==> config.mk <==
export PLATFORM = sky130hd
export DESIGN_NAME = cache_top
export DESIGN_NICKNAME = d
export VERILOG_FILES = /design/src/cache_pkg.sv /design/src/bus_pkg.sv /design/src/req_fifo.sv /design/src/line_store.sv /design/src/lru_tracker.sv /design/src/cache_ctrl.sv /design/src/cache_top.sv
export SDC_FILE = /design/constraint.sdc
export NUM_CORES = 2
export LEC_CHECK = 0
export ABC_AREA = 1
export BUFFER_PORTS_ARGS = -buffer_cell sky130_fd_sc_hd__buf_2
export CELL_PAD_IN_SITES_DETAIL_PLACEMENT = 0
export CELL_PAD_IN_SITES_GLOBAL_PLACEMENT = 2
export CORE_MARGIN = 4
export CORE_UTILIZATION = 30
export CTS_CLUSTER_SIZE = 40
export DETAILED_ROUTE_END_ITERATION = 12
export PLACE_DENSITY_LB_ADDON = 0.2
export RECOVER_POWER = 50
export SYNTH_ARGS = -nofsm -noshare
export SYNTH_HDL_FRONTEND = slang
export SYNTH_SLANG_ARGS = --single-unit
==> constraint.sdc <==
create_clock -name clk -period 12.5 [get_ports clk]
set_input_delay 1.25 -clock clk [delete_from_list [all_inputs] [get_ports clk]]
set_output_delay 1.25 -clock clk [all_outputs]
set_load 0.01 [all_outputs]
==> src/cache_pkg.sv <==
package cache_pkg;

  localparam int ADDR_W         = 32;
  localparam int WORD_W         = 32;
  localparam int WORDS_PER_LINE = 4;
  // byte offset bits inside one line
  localparam int OFFSET_W       = $clog2(WORDS_PER_LINE * WORD_W / 8);

  typedef logic [WORDS_PER_LINE-1:0][WORD_W-1:0] line_t;

  typedef logic [ADDR_W-OFFSET_W-1:0] tag_t;

  typedef logic [$clog2(WORDS_PER_LINE)-1:0] word_sel_t;

  typedef struct packed {
    logic  valid;
    logic  dirty;
    tag_t  tag;
    line_t data;
  } line_entry_t;

  typedef enum logic [2:0] {
    ST_IDLE      = 3'd0,
    ST_EVICT     = 3'd1,
    ST_FILL_REQ  = 3'd2,
    ST_FILL_WAIT = 3'd3,
    ST_RESPOND   = 3'd4
  } ctrl_state_e;

endpackage

==> src/bus_pkg.sv <==
package bus_pkg;

  // cpu side, one word per request
  typedef struct packed {
    logic [cache_pkg::ADDR_W-1:0]   addr;
    logic [cache_pkg::WORD_W-1:0]   wdata;
    logic                           we;
    logic [cache_pkg::WORD_W/8-1:0] sel;
  } cpu_req_t;

  typedef struct packed {
    logic                         ack;
    logic [cache_pkg::WORD_W-1:0] rdata;
  } cpu_rsp_t;

  typedef enum logic [1:0] {
    MEM_READ  = 2'd0,
    MEM_WRITE = 2'd1
  } mem_op_e;

  // memory side moves whole lines
  typedef struct packed {
    logic                         cyc;
    logic                         stb;
    mem_op_e                      op;
    logic [cache_pkg::ADDR_W-1:0] addr;
    cache_pkg::line_t             data;
  } mem_req_t;

  typedef struct packed {
    logic             stall;
    logic             ack;
    cache_pkg::line_t rdata;
  } mem_rsp_t;

endpackage

==> src/req_fifo.sv <==
`timescale 1ns/1ps

module req_fifo #(
  parameter int FIFO_DEPTH = 4
) (
  input  logic              clk,
  input  logic              rst,
  input  logic              push_i,
  input  bus_pkg::cpu_req_t req_i,
  output logic              stall_o,
  input  logic              pop_i,
  output logic              valid_o,
  output bus_pkg::cpu_req_t head_o
);

  localparam int PTR_W = (FIFO_DEPTH > 1) ? $clog2(FIFO_DEPTH) : 1;
  localparam int CNT_W = $clog2(FIFO_DEPTH + 1);

  bus_pkg::cpu_req_t mem_q [FIFO_DEPTH];
  logic [PTR_W-1:0]  wr_ptr_q;
  logic [PTR_W-1:0]  rd_ptr_q;
  logic [CNT_W-1:0]  count_q;
  logic              do_pop;

  function automatic logic [PTR_W-1:0] ptr_inc(input logic [PTR_W-1:0] ptr);
    if (ptr == PTR_W'(FIFO_DEPTH - 1))
    begin
      return '0;
    end
    return ptr + 1'b1;
  endfunction

  assign valid_o = (count_q != '0);
  assign do_pop  = pop_i && valid_o;
  assign head_o  = mem_q[rd_ptr_q];

  always_ff @(posedge clk)
  begin
    if (push_i)
    begin
      mem_q[wr_ptr_q] <= req_i;
    end
  end

  always_ff @(posedge clk)
  begin
    if (rst)
    begin
      wr_ptr_q <= '0;
      rd_ptr_q <= '0;
      count_q  <= '0;
      stall_o  <= 1'b0;
    end
    else
    begin
      if (push_i)
      begin
        wr_ptr_q <= ptr_inc(wr_ptr_q);
      end
      if (do_pop)
      begin
        rd_ptr_q <= ptr_inc(rd_ptr_q);
      end
      case ({push_i, do_pop})
        2'b10:   count_q <= count_q + 1'b1;
        2'b01:   count_q <= count_q - 1'b1;
        default: count_q <= count_q;
      endcase
      // one cycle late, so one more push can still land
      stall_o <= (count_q >= CNT_W'(FIFO_DEPTH - 1));
    end
  end

endmodule

==> src/line_store.sv <==
`timescale 1ns/1ps

module line_store #(
  parameter  int NUM_LINES = 8,
  localparam int IDX_W     = $clog2(NUM_LINES)
) (
  input  logic                   clk,
  input  logic                   rst,
  input  cache_pkg::tag_t        lookup_tag_i,
  output logic                   hit_o,
  output logic [IDX_W-1:0]       hit_way_o,
  output logic                   free_o,
  output logic [IDX_W-1:0]       free_way_o,
  input  logic [IDX_W-1:0]       rd_way_i,
  output cache_pkg::line_entry_t rd_entry_o,
  input  logic                   wr_en_i,
  input  logic [IDX_W-1:0]       wr_way_i,
  input  cache_pkg::line_entry_t wr_entry_i
);

  cache_pkg::line_entry_t lines_q [NUM_LINES];

  always_ff @(posedge clk)
  begin
    if (rst)
    begin
      for (int i = 0; i < NUM_LINES; i++)
      begin
        lines_q[i].valid <= 1'b0;
      end
    end
    else if (wr_en_i)
    begin
      lines_q[wr_way_i] <= wr_entry_i;
    end
  end

  assign rd_entry_o = lines_q[rd_way_i];

  // associative compare, lowest matching way wins
  always_comb
  begin
    hit_o     = 1'b0;
    hit_way_o = '0;
    for (int i = NUM_LINES - 1; i >= 0; i--)
    begin
      if (lines_q[i].valid && (lines_q[i].tag == lookup_tag_i))
      begin
        hit_o     = 1'b1;
        hit_way_o = IDX_W'(i);
      end
    end
  end

  // lowest invalid way
  always_comb
  begin
    free_o     = 1'b0;
    free_way_o = '0;
    for (int i = NUM_LINES - 1; i >= 0; i--)
    begin
      if (!lines_q[i].valid)
      begin
        free_o     = 1'b1;
        free_way_o = IDX_W'(i);
      end
    end
  end

endmodule

==> src/lru_tracker.sv <==
`timescale 1ns/1ps

module lru_tracker #(
  parameter  int NUM_LINES = 8,
  localparam int IDX_W     = $clog2(NUM_LINES)
) (
  input  logic             clk,
  input  logic             rst,
  input  logic             touch_i,
  input  logic [IDX_W-1:0] touch_way_i,
  output logic [IDX_W-1:0] lru_way_o
);

  localparam int PAIRS = NUM_LINES * (NUM_LINES - 1) / 2;

  // set when the lower index of the pair was used more recently
  logic [PAIRS-1:0] newer_q;
  logic [PAIRS-1:0] newer_d;
  logic             oldest;
  logic             found;

  function automatic int pair_idx(input int lo, input int hi);
    return lo * NUM_LINES - lo * (lo + 1) / 2 + hi - lo - 1;
  endfunction

  always_comb
  begin
    newer_d = newer_q;
    for (int i = 0; i < NUM_LINES; i++)
    begin
      for (int j = i + 1; j < NUM_LINES; j++)
      begin
        if (touch_way_i == IDX_W'(i))
        begin
          newer_d[pair_idx(i, j)] = 1'b1;
        end
        else if (touch_way_i == IDX_W'(j))
        begin
          newer_d[pair_idx(i, j)] = 1'b0;
        end
      end
    end
  end

  // all zero means index order, way 0 oldest
  always_ff @(posedge clk)
  begin
    if (rst)
    begin
      newer_q <= '0;
    end
    else if (touch_i)
    begin
      newer_q <= newer_d;
    end
  end

  always_comb
  begin
    lru_way_o = '0;
    found     = 1'b0;
    oldest    = 1'b0;
    for (int k = 0; k < NUM_LINES; k++)
    begin
      oldest = 1'b1;
      for (int m = 0; m < NUM_LINES; m++)
      begin
        if (m < k)
        begin
          if (!newer_q[pair_idx(m, k)])
          begin
            oldest = 1'b0;
          end
        end
        else if (m > k)
        begin
          if (newer_q[pair_idx(k, m)])
          begin
            oldest = 1'b0;
          end
        end
      end
      if (oldest && !found)
      begin
        lru_way_o = IDX_W'(k);
        found     = 1'b1;
      end
    end
  end

endmodule

==> src/cache_ctrl.sv <==
`timescale 1ns/1ps

module cache_ctrl #(
  parameter  int NUM_LINES = 8,
  localparam int IDX_W     = $clog2(NUM_LINES)
) (
  input  logic                   clk,
  input  logic                   rst,
  input  logic                   req_valid_i,
  input  bus_pkg::cpu_req_t      req_i,
  output logic                   pop_o,
  input  logic                   hit_i,
  input  logic [IDX_W-1:0]       hit_way_i,
  input  logic                   free_i,
  input  logic [IDX_W-1:0]       free_way_i,
  input  logic [IDX_W-1:0]       lru_way_i,
  output logic [IDX_W-1:0]       rd_way_o,
  input  cache_pkg::line_entry_t rd_entry_i,
  output logic                   wr_en_o,
  output logic [IDX_W-1:0]       wr_way_o,
  output cache_pkg::line_entry_t wr_entry_o,
  output logic                   touch_o,
  output logic [IDX_W-1:0]       touch_way_o,
  output bus_pkg::mem_req_t      mem_req_o,
  input  bus_pkg::mem_rsp_t      mem_rsp_i,
  output bus_pkg::cpu_rsp_t      cpu_rsp_o
);

  cache_pkg::ctrl_state_e       state_q;
  logic [IDX_W-1:0]             way_q;
  logic [IDX_W-1:0]             sel_way;
  cache_pkg::tag_t              req_tag;
  cache_pkg::word_sel_t         word_sel;
  logic [cache_pkg::WORD_W-1:0] byte_mask;
  logic [cache_pkg::WORD_W-1:0] cur_word;
  logic [cache_pkg::WORD_W-1:0] merged_word;
  bus_pkg::mem_req_t            evict_req;
  bus_pkg::mem_req_t            fill_req;

  assign req_tag  = req_i.addr[cache_pkg::ADDR_W-1:cache_pkg::OFFSET_W];
  assign word_sel = req_i.addr[cache_pkg::OFFSET_W-1 -: $bits(cache_pkg::word_sel_t)];

  // hit, then free, then lru
  assign sel_way     = hit_i ? hit_way_i : (free_i ? free_way_i : lru_way_i);
  assign rd_way_o    = (state_q == cache_pkg::ST_IDLE) ? sel_way : way_q;
  assign touch_o     = (state_q == cache_pkg::ST_IDLE) && req_valid_i;
  assign touch_way_o = sel_way;
  assign wr_way_o    = way_q;
  assign pop_o       = (state_q == cache_pkg::ST_RESPOND);

  always_comb
  begin
    for (int b = 0; b < cache_pkg::WORD_W / 8; b++)
    begin
      byte_mask[b*8 +: 8] = {8{req_i.sel[b]}};
    end
    cur_word    = rd_entry_i.data[word_sel];
    merged_word = req_i.we ? ((req_i.wdata & byte_mask) | (cur_word & ~byte_mask)) : cur_word;
  end

  // victim write-back and line fill requests
  always_comb
  begin
    evict_req.cyc  = 1'b1;
    evict_req.stb  = 1'b1;
    evict_req.op   = bus_pkg::MEM_WRITE;
    evict_req.addr = {rd_entry_i.tag, {cache_pkg::OFFSET_W{1'b0}}};
    evict_req.data = rd_entry_i.data;
    fill_req       = evict_req;
    fill_req.op    = bus_pkg::MEM_READ;
    fill_req.addr  = {req_tag, {cache_pkg::OFFSET_W{1'b0}}};
    fill_req.data  = '0;
  end

  always_comb
  begin
    wr_entry_o = rd_entry_i;
    wr_en_o    = 1'b0;
    if (state_q == cache_pkg::ST_FILL_WAIT)
    begin
      wr_entry_o.valid = 1'b1;
      wr_entry_o.dirty = 1'b0;
      wr_entry_o.tag   = req_tag;
      wr_entry_o.data  = mem_rsp_i.rdata;
      wr_en_o          = mem_rsp_i.ack;
    end
    else if (state_q == cache_pkg::ST_RESPOND)
    begin
      wr_entry_o.data[word_sel] = merged_word;
      wr_entry_o.dirty          = 1'b1;
      wr_en_o                   = req_i.we;
    end
  end

  always_ff @(posedge clk)
  begin
    if (rst)
    begin
      state_q       <= cache_pkg::ST_IDLE;
      cpu_rsp_o.ack <= 1'b0;
      mem_req_o.cyc <= 1'b0;
      mem_req_o.stb <= 1'b0;
    end
    else
    begin
      cpu_rsp_o.ack <= 1'b0;
      case (state_q)
        cache_pkg::ST_IDLE:
        begin
          if (req_valid_i)
          begin
            way_q <= sel_way;
            if (hit_i)
            begin
              state_q <= cache_pkg::ST_RESPOND;
            end
            else if (rd_entry_i.valid && rd_entry_i.dirty)
            begin
              mem_req_o <= evict_req;
              state_q   <= cache_pkg::ST_EVICT;
            end
            else
            begin
              mem_req_o <= fill_req;
              state_q   <= cache_pkg::ST_FILL_REQ;
            end
          end
        end
        cache_pkg::ST_EVICT:
        begin
          // write needs no ack, go straight to the fill
          if (!mem_rsp_i.stall)
          begin
            mem_req_o <= fill_req;
            state_q   <= cache_pkg::ST_FILL_REQ;
          end
        end
        cache_pkg::ST_FILL_REQ:
        begin
          if (!mem_rsp_i.stall)
          begin
            mem_req_o.cyc <= 1'b0;
            mem_req_o.stb <= 1'b0;
            state_q       <= cache_pkg::ST_FILL_WAIT;
          end
        end
        cache_pkg::ST_FILL_WAIT:
        begin
          if (mem_rsp_i.ack)
          begin
            state_q <= cache_pkg::ST_RESPOND;
          end
        end
        cache_pkg::ST_RESPOND:
        begin
          cpu_rsp_o.ack   <= 1'b1;
          cpu_rsp_o.rdata <= merged_word & byte_mask;
          state_q         <= cache_pkg::ST_IDLE;
        end
        default:
        begin
          state_q <= cache_pkg::ST_IDLE;
        end
      endcase
    end
  end

endmodule

==> src/cache_top.sv <==
`timescale 1ns/1ps

module cache_top #(
  parameter int NUM_LINES  = 8,
  parameter int FIFO_DEPTH = 4
) (
  input  logic              clk,
  input  logic              rst,
  input  logic              cyc_i,
  input  logic              stb_i,
  input  bus_pkg::cpu_req_t cpu_req_i,
  output logic              stall_o,
  output bus_pkg::cpu_rsp_t cpu_rsp_o,
  output bus_pkg::mem_req_t mem_req_o,
  input  bus_pkg::mem_rsp_t mem_rsp_i
);

  localparam int IDX_W = $clog2(NUM_LINES);

  logic                   push;
  logic                   pop;
  logic                   head_valid;
  bus_pkg::cpu_req_t      head;
  logic                   hit;
  logic [IDX_W-1:0]       hit_way;
  logic                   free;
  logic [IDX_W-1:0]       free_way;
  logic [IDX_W-1:0]       lru_way;
  logic [IDX_W-1:0]       rd_way;
  cache_pkg::line_entry_t rd_entry;
  logic                   wr_en;
  logic [IDX_W-1:0]       wr_way;
  cache_pkg::line_entry_t wr_entry;
  logic                   touch;
  logic [IDX_W-1:0]       touch_way;

  assign push = cyc_i & stb_i & ~stall_o;

  req_fifo #(.FIFO_DEPTH(FIFO_DEPTH)) u_req_fifo (
    .clk     (clk),
    .rst     (rst),
    .push_i  (push),
    .req_i   (cpu_req_i),
    .stall_o (stall_o),
    .pop_i   (pop),
    .valid_o (head_valid),
    .head_o  (head)
  );

  line_store #(.NUM_LINES(NUM_LINES)) u_line_store (
    .clk          (clk),
    .rst          (rst),
    .lookup_tag_i (head.addr[cache_pkg::ADDR_W-1:cache_pkg::OFFSET_W]),
    .hit_o        (hit),
    .hit_way_o    (hit_way),
    .free_o       (free),
    .free_way_o   (free_way),
    .rd_way_i     (rd_way),
    .rd_entry_o   (rd_entry),
    .wr_en_i      (wr_en),
    .wr_way_i     (wr_way),
    .wr_entry_i   (wr_entry)
  );

  lru_tracker #(.NUM_LINES(NUM_LINES)) u_lru_tracker (
    .clk         (clk),
    .rst         (rst),
    .touch_i     (touch),
    .touch_way_i (touch_way),
    .lru_way_o   (lru_way)
  );

  cache_ctrl #(.NUM_LINES(NUM_LINES)) u_cache_ctrl (
    .clk         (clk),
    .rst         (rst),
    .req_valid_i (head_valid),
    .req_i       (head),
    .pop_o       (pop),
    .hit_i       (hit),
    .hit_way_i   (hit_way),
    .free_i      (free),
    .free_way_i  (free_way),
    .lru_way_i   (lru_way),
    .rd_way_o    (rd_way),
    .rd_entry_i  (rd_entry),
    .wr_en_o     (wr_en),
    .wr_way_o    (wr_way),
    .wr_entry_o  (wr_entry),
    .touch_o     (touch),
    .touch_way_o (touch_way),
    .mem_req_o   (mem_req_o),
    .mem_rsp_i   (mem_rsp_i),
    .cpu_rsp_o   (cpu_rsp_o)
  );

endmodule

==> summary.txt <==
Outcome
  • Status: complete, but fails checks
  • Violated checks: max-capacitance violations, max-slew violations

Drt
  • DR vias: just under 60000
  • Routed length per instance: 27.59 microns
  • M1 WL: approximately 150 mm
  • Iteration-0 DRC Markers: 5353
  • Via/cell ratio: 4.986
  • Final ANT Viol Nets: 0
  • Met2 wire len: roughly 150 mm
  • Max Used Layer: met5
  • WL final: between 300 and 400 mm
  • Pre-Repair DR Iteration Count: 7
  • Routed wl met3: ~19 mm
  • DRC errors left: 0

Yosys
  • Synth Register Bits: around 1800
  • Post-synth EDFFs: 1724
  • Syn. warnings: 0
  • Synth top area share: 0.6400
  • Synth cell types: just over 50
  • Post-Syn Area: 0.08089 sq mm
  • Post-synthesis simple-gate area fraction: 0.2263
  • Compound-gate portion of the synthesized area: 0.04458
  • Mux cell area share after synthesis: 0
  • Async S/R FF share, synth: 0
  • Area contributors post-synth: edfxtp_1 64%, nand2_1 8.9%, nand3_1 6.9%, inv_1 4.1%, nand3b_1 3.6%
  • Post-Syn Area per Cell: approximately 10 sq um
  • Adder-Cell Fraction of Synth Area: 0.001176
  • XOR/XNOR share of the synthesized area: 0.006930
  • Post-synthesis sequential area ratio: 0.6506
  • Synth Flop Type: edfxtp_1
  • Area leader, netlist: edfxtp_1
  • Largest family of logic cells by synthesized area: simple AND/OR/NAND/NOR gates
  • Synth Instances: about 7900

Min path
  • Worst min path class: register to register

Timing
  • Setup TNS: 0 ns
  • Endpoints failing hold: 0
  • Fin crit period: roughly 10 ns
  • Slew Limit Fails: 1433
  • Worst slew pin tran: 9.539 ns
  • Clock Skews: about 0.077 ns
  • Fin crit share: 0.8049
  • Peak Freq: between 90 and 100 MHz
  • Max-slew headroom: -5.359
  • RSZ-0062 raised after global routing: no
  • Final setup viols: 0

Floorplan
  • CORE AREA: 0.2682 sq mm
  • Ports: 401
  • Total die area: 0.2780 sq mm
  • Initial Util: 0.3017
  • Row count: 190
  • Die Wd: 527.3 microns
  • Vert. Die Dim: roughly 530 microns

Cells and area
  • Filler cells: about 27000
  • Layout cell share with drive strength beyond 1: 0.07611
  • Layout area overhead: 14.69%
  • Final Non-Filler Cells: 11920
  • Nets: between 8000 and 9000
  • Finished Core Util: 0.3460
  • Final Cell Area: 0.09277 sq mm

Place
  • Placed Instance Area: approximately 0.086 sq mm
  • DPL Wire Length: roughly 200 mm
  • I/O Buffers: a little under 400
  • Gpl congestion: between 0.8 and 0.9
  • DP Cell Count: about 12000

Clocking
  • Clock Tree Buf Depth: 4
  • CTS Root Cell: clkbuf_16
  • # resized after CTS: 0
  • CTS Hold Bufs: 0
  • Setup bufs post-CTS: 0
  • Total clock buffers created by CTS: 216
  • Clk slew on worst S/H paths: ~0.06 ns
  • CTS sink cnt: between 1500 and 2000
  • H-tree depth: 4
  • TritonCTS clock tree: built
  • Worst-Skew Late Latency: 0.90 ns

Global route
  • Number of global-route vias before repair: roughly 57000
  • First-pass GRT wire length: ~450 mm
  • Largest net degree at the start of global routing: roughly 150
  • Antenna violations before repair: 45
  • Gr ovfl total: 0
  • Gr usage total: 0.2288

Critical path
  • Crit start category: register
  • Setup crit end kind: register
  • Required @ worst endpoint: approximately 13 ns
  • Worst Path Arrival: a little over 10 ns
  • Critical setup path kind: register to register
  • Max FO, Critical Path: 97

Pwr
  • Maximum VDD drop: about 0.00014 V
  • LEAKAGE: 35.45 nW
  • P per Cell Area: 228.6 mW/mm^2

Flow run
  • Max_cap viols: 37
-- stage by stage --
| stage | hold slack [ns] | setup slack, ns | power (mW) |
|---|---|---|---|
| 2_1_floorplan | 0.4376 | 3.300 | 12.15 |
| 3_3_place_gp | 0.4484 | 3.518 | 15.15 |
| 3_5_place_dp | 0.4566 | 3.453 | 15.20 |
| 4_1_cts | 0.4652 | 3.435 | 21.48 |
| 5_1_grt | 0.4838 | 2.053 | 22.20 |
| 6_report | 0.4653 | 2.439 | 21.20 |
-- path summary, 6_finish.rpt --
kind                                                         endpoint                                   from  cells past startpoint  slack [ns]
worst max-delay path            u_line_store.lines_q[7][71]$_DFFE_PP_                               register                     10        2.44
worst min-delay path            u_lru_tracker.newer_q[1]$_SDFFE_PP0P_  u_lru_tracker.newer_q[1]$_SDFFE_PP0P_                      2        0.47
worst min register to register  u_lru_tracker.newer_q[1]$_SDFFE_PP0P_  u_lru_tracker.newer_q[1]$_SDFFE_PP0P_                      2        0.47
worst max register to register  u_line_store.lines_q[7][71]$_DFFE_PP_                               register                     10        2.44
-- sequential cells by signal, indices dropped and copies added (netlist names), named ones only --
name and cells:
u_cache_ctrl.mem_req_o 158, u_req_fifo.wr_ptr_q 2, u_line_store.lines_q 1264, u_lru_tracker.newer_q 28
u_cache_ctrl.wr_way_o 3, u_req_fifo.rd_ptr_q 2, u_req_fifo.count_q 3, u_req_fifo.stall_o 1
u_cache_ctrl.cpu_rsp_o 33, u_cache_ctrl.state_q 3, u_req_fifo.mem_q 268
-- logic make-up (layout without fill, tap and decap cells) --
group | count (synthesis) | in the layout
compound gates | 654 | 654
xor+xnor | 64 | 64
fa+ha+maj | 7 | 7
buf+inv | 1363 | 1822
flops | 1767 | 1767
other cells | 1 | 25
simple gates | 4024 | 4024
-- cell type report --
| class | count | area [sq um] | share of cell area |
|---|---|---|---|
| inverters | 914 | 3457 | 0.03726 |
| well taps | 3552 | 4444 | 0.04790 |
| clock inverters | 129 | 1239 | 0.01335 |
| multi-input cells | 4754 | 22720 | 0.2449 |
| clock buffers | 265 | 5693 | 0.06136 |
| repair buffers | 514 | 2539 | 0.02736 |
| flip-flops and latches | 1767 | 52630 | 0.5673 |
| diodes | 20 | 50.05 | 0.0005395 |
-- cells in the mapped netlist (all sizes together), types with 23 or more instances --
master	n
nand2	1948
edfxtp	1724
nand3	1135
inv	908
nor2	508
nand3b	383
a21oi	278
o21ai	268
buf	241
clkbuf	208
xor2	61
dfxtp	43
nand4	30
o221ai	27
o22ai	27
o211ai	23
-- layer usage --
metal / vias up / global-route usage
met3: 429 / 0.03299
met2: 1908 / 0.3704
met5: - / 0
met4: 12 / 0.07321
met1: 29750 / 0.3163
li1: 27310 / -
-- power breakdown --
part	leakage [nW]	total [mW]	switching (mW)	internal, mW
clock	3.38	6.24	2.56	3.67
combinational	16.1	6.78	5.39	1.38
sequential	15.9	8.19	0.119	8.07
total	35.5	21.2	8.08	13.1
-- cell usage in the layout, fill, tap and decap left out, types with 5 or more instances in the layout --
master	n
a211oi_1	5
a21oi_1	277
buf_12	10
buf_2	132
buf_4	75
bufinv_16	22
clkbuf_1	339
clkbuf_16	219
clkinv_1	53
clkinv_2	45
clkinvlp_4	10
conb_1	5
dfxtp_1	42
diode_2	20
edfxtp_1	1724
ha_1	6
inv_1	878
inv_2	25
nand2_1	1925
nand2_2	14
nand2_4	7
nand3_1	1110
nand3_2	24
nand3b_1	383
nand4_1	30
nor2_1	496
nor2_4	12
nor3_1	6
o211ai_1	23
o21ai_0	230
o21ai_1	38
o21bai_2	12
o221ai_1	27
o22ai_1	27
or2_2	7
xor2_1	61
-- worst max-delay path: stages (launching register included) --
cell and delay (ns):
dfxtp_1 0.40, buf_4 0.60, nand2_1 0.12, nand3_1 0.12, nand2_1 0.38, o31ai_1 0.36, inv_1 0.09, nor2_1 0.10
inv_1 0.14, nor2_1 0.15, clkbuf_1 6.58
Power figures use the tool's default switching activity.
